[src/conv_pkg.sv]
// widths, memory map constants, sequencer states and pipeline structs
package conv_pkg;

	// address and row word widths
	localparam int ADDR_W = 12;
	localparam int ROW_W = 16;
	localparam int COL_W = 4;

	// fixed kernel location in weight memory
	localparam logic [ADDR_W-1:0] KERNEL_ADDR = 12'd1;
	// rows word that closes a batch
	localparam logic [ROW_W-1:0] END_MARKER = 16'h00FF;
	// five of nine negative products make the window negative
	localparam int MISMATCH_LIMIT = 5;

	typedef enum logic [3:0] {
		st_idle,
		st_read_rows,
		st_read_cols,
		st_load_row0,
		st_load_row1,
		st_load_row2,
		st_sweep,
		st_next_row,
		st_drain
	} ctrl_state_e;

	// one column of the three buffered rows
	typedef struct packed {
		logic valid;
		logic [2:0] pix;
		logic [COL_W-1:0] col;
		logic [ADDR_W-1:0] waddr;
		logic row_end;
	} col_sample_t;

	// one window, bits hold mismatches then partial sums
	typedef struct packed {
		logic valid;
		logic [COL_W-1:0] col;
		logic [ADDR_W-1:0] waddr;
		logic row_end;
		logic [8:0] bits;
	} vote_item_t;

	// one decided output pixel
	typedef struct packed {
		logic valid;
		logic [COL_W-1:0] col;
		logic [ADDR_W-1:0] waddr;
		logic row_end;
		logic pos;
	} result_t;

endpackage
[src/conv_top.sv]
// binary 3x3 convolution engine top level
module conv_top import conv_pkg::*; (
	input logic clk,
	input logic reset_b,
	input logic dut_run,
	input logic [ROW_W-1:0] sram_dut_read_data,
	input logic [ROW_W-1:0] wmem_dut_read_data,
	output logic dut_busy,
	output logic dut_sram_write_enable,
	output logic [ADDR_W-1:0] dut_sram_read_address,
	output logic [ADDR_W-1:0] dut_wmem_read_address,
	output logic [ADDR_W-1:0] dut_sram_write_address,
	output logic [ROW_W-1:0] dut_sram_write_data
);

	col_sample_t sample;
	vote_item_t item;
	result_t result;
	logic [8:0] kernel;
	logic packer_idle;

	// sequencer and row buffer
	conv_ctrl i_conv_ctrl (
		.clk(clk),
		.reset_b(reset_b),
		.dut_run(dut_run),
		.sram_dut_read_data(sram_dut_read_data),
		.wmem_dut_read_data(wmem_dut_read_data),
		.packer_idle(packer_idle),
		.dut_busy(dut_busy),
		.dut_sram_read_address(dut_sram_read_address),
		.dut_wmem_read_address(dut_wmem_read_address),
		.sample(sample),
		.kernel(kernel)
	);

	// sample to window, one cycle
	kernel_window i_kernel_window (
		.clk(clk),
		.reset_b(reset_b),
		.sample(sample),
		.kernel(kernel),
		.item(item)
	);

	// window to decided bit, two cycles
	majority_vote i_majority_vote (
		.clk(clk),
		.reset_b(reset_b),
		.item(item),
		.result(result)
	);

	// bit to output row write, one cycle
	row_packer i_row_packer (
		.clk(clk),
		.reset_b(reset_b),
		.result(result),
		.dut_sram_write_enable(dut_sram_write_enable),
		.dut_sram_write_address(dut_sram_write_address),
		.dut_sram_write_data(dut_sram_write_data),
		.packer_idle(packer_idle)
	);

endmodule

[src/row_packer.sv]
// output row assembly and one-cycle write to output memory
module row_packer import conv_pkg::*; (
	input logic clk,
	input logic reset_b,
	input result_t result,
	output logic dut_sram_write_enable,
	output logic [ADDR_W-1:0] dut_sram_write_address,
	output logic [ROW_W-1:0] dut_sram_write_data,
	output logic packer_idle
);

	// row under construction
	logic [ROW_W-1:0] row_q;
	logic [ROW_W-1:0] row_next;
	// some bits of a row already taken in
	logic assembling;

	// OR the arriving bit into its column
	always_comb begin
		row_next = row_q;
		if (result.valid) begin
			row_next = row_q | (ROW_W'(result.pos) << result.col);
		end
	end

	// arriving result counts as pending work
	assign packer_idle = !assembling && !dut_sram_write_enable && !result.valid;

	always_ff @(posedge clk or negedge reset_b) begin
		if (!reset_b) begin
			row_q <= '0;
			assembling <= 1'b0;
			dut_sram_write_enable <= 1'b0;
			dut_sram_write_address <= '0;
			dut_sram_write_data <= '0;
		end else begin
			// strobe lasts one cycle
			dut_sram_write_enable <= result.valid && result.row_end;
			if (result.valid && result.row_end) begin
				// finished row goes out, register starts over
				dut_sram_write_address <= result.waddr;
				dut_sram_write_data <= row_next;
				row_q <= '0;
				assembling <= 1'b0;
			end else if (result.valid) begin
				row_q <= row_next;
				assembling <= 1'b1;
			end
		end
	end

endmodule

[src/majority_vote.sv]
// two-stage full-adder count of nine mismatches and sign decision
module majority_vote import conv_pkg::*; (
	input logic clk,
	input logic reset_b,
	input vote_item_t item,
	output result_t result
);

	// stage one, bits[2:0] ones and bits[5:3] twos per kernel row
	vote_item_t s1;
	// stage two adder outputs
	logic [1:0] fa_ones;
	logic [1:0] fa_twos;
	logic [3:0] count;

	// returns {carry, sum}
	function automatic logic [1:0] full_add(input logic a, input logic b, input logic c);
		full_add = {(a & b) | (c & (a ^ b)), a ^ b ^ c};
	endfunction

	// ones column gives weight 1 and 2, twos column gives 2 and 4
	always_comb begin
		fa_ones = full_add(s1.bits[0], s1.bits[1], s1.bits[2]);
		fa_twos = full_add(s1.bits[3], s1.bits[4], s1.bits[5]);
		count = 4'(fa_ones[0]) + 4'({fa_ones[1], 1'b0}) + 4'({fa_twos[0], 1'b0})
			+ 4'({fa_twos[1], 2'b00});
	end

	always_ff @(posedge clk or negedge reset_b) begin
		if (!reset_b) begin
			s1 <= '0;
			result <= '0;
		end else begin
			// side fields ride along
			s1.valid <= item.valid;
			s1.col <= item.col;
			s1.waddr <= item.waddr;
			s1.row_end <= item.row_end;
			// one full adder per kernel row
			for (int i = 0; i < 3; i++) begin
				{s1.bits[3+i], s1.bits[i]} <= full_add(item.bits[3*i], item.bits[3*i+1],
					item.bits[3*i+2]);
			end
			s1.bits[8:6] <= '0;
			result.valid <= s1.valid;
			result.col <= s1.col;
			result.waddr <= s1.waddr;
			result.row_end <= s1.row_end;
			// positive unless a majority of products are negative
			result.pos <= (count < 4'(MISMATCH_LIMIT));
		end
	end

endmodule

[src/kernel_window.sv]
// three-column shift window and kernel mismatch vector
module kernel_window import conv_pkg::*; (
	input logic clk,
	input logic reset_b,
	input col_sample_t sample,
	input logic [8:0] kernel,
	output vote_item_t item
);

	// previous column and the one before it
	logic [2:0] col_m1;
	logic [2:0] col_m2;
	// columns seen in this row, saturates at two
	logic [1:0] seen;
	logic [8:0] window;

	// bit 3i+j is row i, column start+j
	// col_m2 is the oldest, so it is the start column
	always_comb begin
		for (int i = 0; i < 3; i++) begin
			window[3*i] = col_m2[i];
			window[3*i+1] = col_m1[i];
			window[3*i+2] = sample.pix[i];
		end
	end

	always_ff @(posedge clk or negedge reset_b) begin
		if (!reset_b) begin
			seen <= '0;
			col_m1 <= '0;
			col_m2 <= '0;
			item <= '0;
		end else begin
			// full window only from the third column on
			item.valid <= sample.valid && (seen == 2'd2);
			item.col <= sample.col - COL_W'(2);
			item.waddr <= sample.waddr;
			item.row_end <= sample.row_end;
			// differing bit means a negative product
			item.bits <= window ^ kernel;
			if (sample.valid) begin
				col_m2 <= col_m1;
				col_m1 <= sample.pix;
				// next sample starts a fresh row
				if (sample.row_end) begin
					seen <= '0;
				end else if (seen != 2'd2) begin
					seen <= seen + 2'd1;
				end
			end
		end
	end

endmodule

[src/conv_ctrl.sv]
// sequencer FSM, read addressing, three-row buffer and column sample stream
module conv_ctrl import conv_pkg::*; (
	input logic clk,
	input logic reset_b,
	input logic dut_run,
	input logic [ROW_W-1:0] sram_dut_read_data,
	input logic [ROW_W-1:0] wmem_dut_read_data,
	input logic packer_idle,
	output logic dut_busy,
	output logic [ADDR_W-1:0] dut_sram_read_address,
	output logic [ADDR_W-1:0] dut_wmem_read_address,
	output col_sample_t sample,
	output logic [8:0] kernel
);

	ctrl_state_e state;

	// output row address, counted across the batch
	logic [ADDR_W-1:0] out_addr;
	// rows still to fetch after the first three
	logic [COL_W:0] rows_left;
	// index of the rightmost column
	logic [COL_W-1:0] last_col;
	// sweep column, doubles as drain wait counter
	logic [COL_W-1:0] col;

	// rolling buffer, row0 is the top of the window
	logic [ROW_W-1:0] row0;
	logic [ROW_W-1:0] row1;
	logic [ROW_W-1:0] row2;

	logic end_hit;

	// kernel sits at one fixed word
	assign dut_wmem_read_address = KERNEL_ADDR;

	assign end_hit = (sram_dut_read_data == END_MARKER);

	// one sample per sweep cycle
	always_comb begin
		sample.valid = (state == st_sweep);
		sample.pix = {row2[col], row1[col], row0[col]};
		sample.col = col;
		sample.waddr = out_addr;
		sample.row_end = (col == last_col);
	end

	// read data lags the address by one cycle
	// so the address steps one state ahead of its data
	always_ff @(posedge clk or negedge reset_b) begin
		if (!reset_b) begin
			state <= st_idle;
			dut_busy <= 1'b0;
			dut_sram_read_address <= '0;
			out_addr <= '0;
			rows_left <= '0;
			last_col <= '0;
			col <= '0;
			kernel <= '0;
		end else begin
			case (state)
				st_idle: begin
					// address 0 already on the bus
					if (dut_run) begin
						dut_busy <= 1'b1;
						out_addr <= '0;
						dut_sram_read_address <= dut_sram_read_address + 1'b1;
						state <= st_read_rows;
					end
				end
				st_read_rows: begin
					if (end_hit) begin
						// batch done, rewind for the next run
						dut_busy <= 1'b0;
						dut_sram_read_address <= '0;
						state <= st_idle;
					end else begin
						rows_left <= sram_dut_read_data[COL_W:0] - (COL_W + 1)'(3);
						dut_sram_read_address <= dut_sram_read_address + 1'b1;
						state <= st_read_cols;
					end
				end
				st_read_cols: begin
					last_col <= sram_dut_read_data[COL_W-1:0] - 1'b1;
					// kernel taken once per matrix
					kernel <= wmem_dut_read_data[8:0];
					dut_sram_read_address <= dut_sram_read_address + 1'b1;
					state <= st_load_row0;
				end
				st_load_row0: begin
					dut_sram_read_address <= dut_sram_read_address + 1'b1;
					state <= st_load_row1;
				end
				st_load_row1: begin
					dut_sram_read_address <= dut_sram_read_address + 1'b1;
					state <= st_load_row2;
				end
				st_load_row2: begin
					// address now points past row2 and stays there
					col <= '0;
					state <= st_sweep;
				end
				st_sweep: begin
					if (col == last_col) begin
						col <= '0;
						out_addr <= out_addr + 1'b1;
						if (rows_left == '0) begin
							state <= st_drain;
						end else begin
							rows_left <= rows_left - 1'b1;
							state <= st_next_row;
						end
					end else begin
						col <= col + 1'b1;
					end
				end
				st_next_row: begin
					// prefetched row captured below
					dut_sram_read_address <= dut_sram_read_address + 1'b1;
					state <= st_sweep;
				end
				st_drain: begin
					// last samples still ahead of the packer for a few cycles
					if (col != COL_W'(2)) begin
						col <= col + 1'b1;
					end else if (packer_idle) begin
						col <= '0;
						dut_sram_read_address <= dut_sram_read_address + 1'b1;
						state <= st_read_rows;
					end
				end
				default: begin
					state <= st_idle;
				end
			endcase
		end
	end

	// row buffer fill and shift up
	always_ff @(posedge clk) begin
		case (state)
			st_load_row0: begin
				row0 <= sram_dut_read_data;
			end
			st_load_row1: begin
				row1 <= sram_dut_read_data;
			end
			st_load_row2: begin
				row2 <= sram_dut_read_data;
			end
			st_next_row: begin
				row0 <= row1;
				row1 <= row2;
				row2 <= sram_dut_read_data;
			end
			default: begin
			end
		endcase
	end

endmodule

[config.mk]
export PLATFORM = sky130hd
export DESIGN_NAME = conv_top
export DESIGN_NICKNAME = d
export VERILOG_FILES = /design/src/conv_pkg.sv /design/src/conv_top.sv /design/src/row_packer.sv /design/src/majority_vote.sv /design/src/kernel_window.sv /design/src/conv_ctrl.sv
export SDC_FILE = /design/constraint.sdc
export NUM_CORES = 1
export LEC_CHECK = 0
export BUFFER_PORTS_ARGS = -buffer_cell sky130_fd_sc_hd__clkbuf_2
export CAP_MARGIN = 10
export CORE_ASPECT_RATIO = 1.1
export CORE_MARGIN = 3
export CORE_UTILIZATION = 55
export CTS_CLUSTER_DIAMETER = 100
export DETAILED_ROUTE_END_ITERATION = 12
export GPL_ROUTABILITY_DRIVEN = 0
export MAX_ROUTING_LAYER = met4
export PLACE_DENSITY = 0.85
export SKIP_CTS_REPAIR_TIMING = 1
export SYNTH_ARGS = -nofsm -noshare
export SYNTH_HDL_FRONTEND = slang
export SYNTH_SLANG_ARGS = --single-unit
[constraint.sdc]
create_clock -name clk -period 2.69 [get_ports clk]
set_input_delay 0 -clock clk [delete_from_list [all_inputs] [get_ports clk]]
set_output_delay 0 -clock clk [all_outputs]
set_load 0.005 [all_outputs]
==> reports/results.tsv <==
metric	value	unit
outcome	finished clean	
insertedDiodeCount	0	
power.total	12.7	mW
drt_iter0_drc	494	
grt_pass1_wl	29600	um
nets	931	
clk_pin_slew_worst_paths	0.06	ns
p_leak	4.85	nW
worstHoldPathType	input port to async pin	
n_fill_cell	1087	
synth_most_common_cell	nand2_1	
dp_hpwl	11400	um
core	15900	sq um
drt-total-wl	18100	um
drive_gt1_frac	0.178	
firstDrtPassIters	5	
io_pins	89	
cts-root-buf	clkbuf_16	
fin_util	0.673	
path_class	register to register	
ys_ff_latch	223	
cts_tree	yes	
die_w	128	um
max-cap-violations	0	
first_global_vias	5917	
p_seq_frac	0.464	
synth_top_cell_area_share	0.486	
finalClockSkew	0.0120	ns
synthArstFlopShare	0.785	
ys_seq_area_frac	0.646	
netlist_area	9010	sq um
worstPathRequired	3.06	ns
syn2layout_area_growth	18.4	%
fin_crit_sh	0.930	
crit_path_start_kind	register	
finalHoldViolCount	0	
setup-tns-final	0	ns
grtUsageTotal	0.207	
ctsHtreeMaxLevel	1	
clockPowerShare	0.249	
post-route-min-period	2.50	ns
cp_max_fo	12	
synth.avg_cell_area	11.7	sq um
slew_violations	0	
overflow	0	
synthFlopType	dfrtp_1	
cell_internal_pwr	8.54	mW
antenna_found_initial	0	
synthTopCellsByArea	dfrtp_1, edfxtp_1, nand2_1	
clockBufferDepth	3	
yosys_warnings	0	
fp.dieH	140	um
cts.sinks	223	
synth_cell_type_count	55	
worst_pin_slew	0.911	ns
cts_inserted_buffers	22	
switching_power	4.19	mW
worstSkewPairLatency	0.50	ns
timing.slew.headroom	0.392	
drcViolationCount	0	
design_area	10700	sq um
rsz0062_at_grt	no	
pwr-share-comb	0.287	
synth_edf_count	48	
via_per_inst	5.50	
dieArea	18000	sq um
synth.largest_area_cell	dfrtp_1	
portBuffers	69	
initial_utilization	0.568	
num_vias	6018	
placed_area	9630	sq um
fmax	0.400	GHz
ant_nets	0	
critPathArrivalTime	2.88	ns
setup_viol	0	
endpoint_kind	register	
netlist_instances	769	
fp-row-count	48	
power.density	1190	nW/um^2
synth_common_cells	nand2_1, dfrtp_1, edfxtp_1, nor2_1, o21ai_0	
wl_per_cell	16.6	um
grt_max_degree	95	
peakVddDrop	0.825	mV
sw_frac_of_total	0.329	
## registers in the layout, indices dropped and copies added (netlist names)
register,cells
i_conv_ctrl.col,4
i_conv_ctrl.dut_busy,1
i_conv_ctrl.dut_sram_read_address,12
i_conv_ctrl.kernel,9
i_conv_ctrl.last_col,4
i_conv_ctrl.out_addr,12
i_conv_ctrl.row0,16
i_conv_ctrl.row1,16
i_conv_ctrl.row2,16
i_conv_ctrl.rows_left,5
i_conv_ctrl.state,4
i_kernel_window.col_m1,3
i_kernel_window.col_m2,3
i_kernel_window.item,27
i_kernel_window.seen,2
i_majority_vote.result,19
i_majority_vote.s1,24
i_row_packer.assembling,1
i_row_packer.dut_sram_write_address,12
i_row_packer.dut_sram_write_data,16
i_row_packer.dut_sram_write_enable,1
i_row_packer.row_q,16
## per-layer routing
metal | GRT usage | share of wire
met2 | 0.335 | 0.51
met5 | - | 0
met1 | 0.271 | 0.41
met3 | 0.0351 | 0.055
met4 | 0.0642 | 0.025
## power groups by stage
stage | logic, mW | registers [mW] | clock network [mW]
3_5_place_dp | 3.56 | 5.93 | 0
2_1_floorplan | 2.55 | 5.67 | 0
5_1_grt | 4.13 | 6.06 | 3.35
3_3_place_gp | 3.38 | 5.82 | 0
4_1_cts | 3.64 | 5.90 | 3.21
6_report | 3.65 | 5.91 | 3.18
## cells in the final DEF, fill, tap and decap left out, types with 9 or more instances in the layout
master and count:
edfxtp_1 48, buf_4 21, ha_1 12, nor2_1 48, mux2_2 9, clkbuf_2 68, o21ai_0 37, nand3_1 18
xnor2_1 14, mux4_2 12, clkbuf_16 24, a21oi_1 26, dfrtp_1 175, conb_1 12, dlygate4sd3_1 27, nand2_1 186
nor3_1 10, inv_1 19, xor2_1 20
## cell families after synthesis
kind of cell,Yosys count,synth area share
and+or+nand+nor,314,0.156
DFF,223,0.646
AOI/OAI and AO/OA,93,0.0606
buffers and inverters,63,0.0322
xor gates and xnor gates,34,0.0331
muxes,23,0.0435
adders and majority gates,17,0.0278
other,2,0.000834
## area by class of cell
type	count	area [sq um]	share of cell area
Sequential cell	223	5820	0.545
Clock buffer	34	718	0.0673
Tap cell	200	250	0.0235
Timing Repair Buffer	118	800	0.0749
Inverter	21	78.8	0.00739
Clock inverter	5	56.3	0.00528
Multi-Input combinational cell	493	2950	0.276
## through the flow
step                std cells  hold WS, ns  setup slack (ns)
finish                   1094        0.157             0.187
CTS                      1067       -0.385             0.240
global placement         1028        0.129             0.310
global route             1094        0.229            0.0114
detailed placement       1028        0.130             0.286
floorplan                 779       -0.296             0.302
## final timing paths
kind / from / to / slack [ns] / depth (start not counted)
worst max-delay path: i_conv_ctrl.col[2]$_DFFE_PN0P_ / i_conv_ctrl.rows_left[2]$_DFFE_PN0P_ / 0.19 / 5
min in group clk: sram_dut_read_data[10] / i_conv_ctrl.row2[10]$_DFFE_PP_ / 0.25 / 2
max in group asynchronous: reset_b / i_kernel_window.item[23]$_DFF_PN0_ / 1.63 / 3
worst max register to register: i_conv_ctrl.col[2]$_DFFE_PN0P_ / i_conv_ctrl.rows_left[2]$_DFFE_PN0P_ / 0.19 / 5
worst min-delay path: reset_b / i_row_packer.dut_sram_write_data[9]$_DFFE_PN0P_ / 0.16 / 2
worst min register to register: i_majority_vote.s1[19]$_DFF_PN0_ / i_majority_vote.result[11]$_DFF_PN0_ / 0.34 / 0
## critical path, cell delays in order, from the launching register on
cell	delay, ns
dfrtp_1	0.49
xor2_1	0.22
or4_1	0.75
nor3_1	0.54
nor2_1	0.20
a2bb2oi_1	0.18
Note: power is estimated with default switching activity, not from simulation.
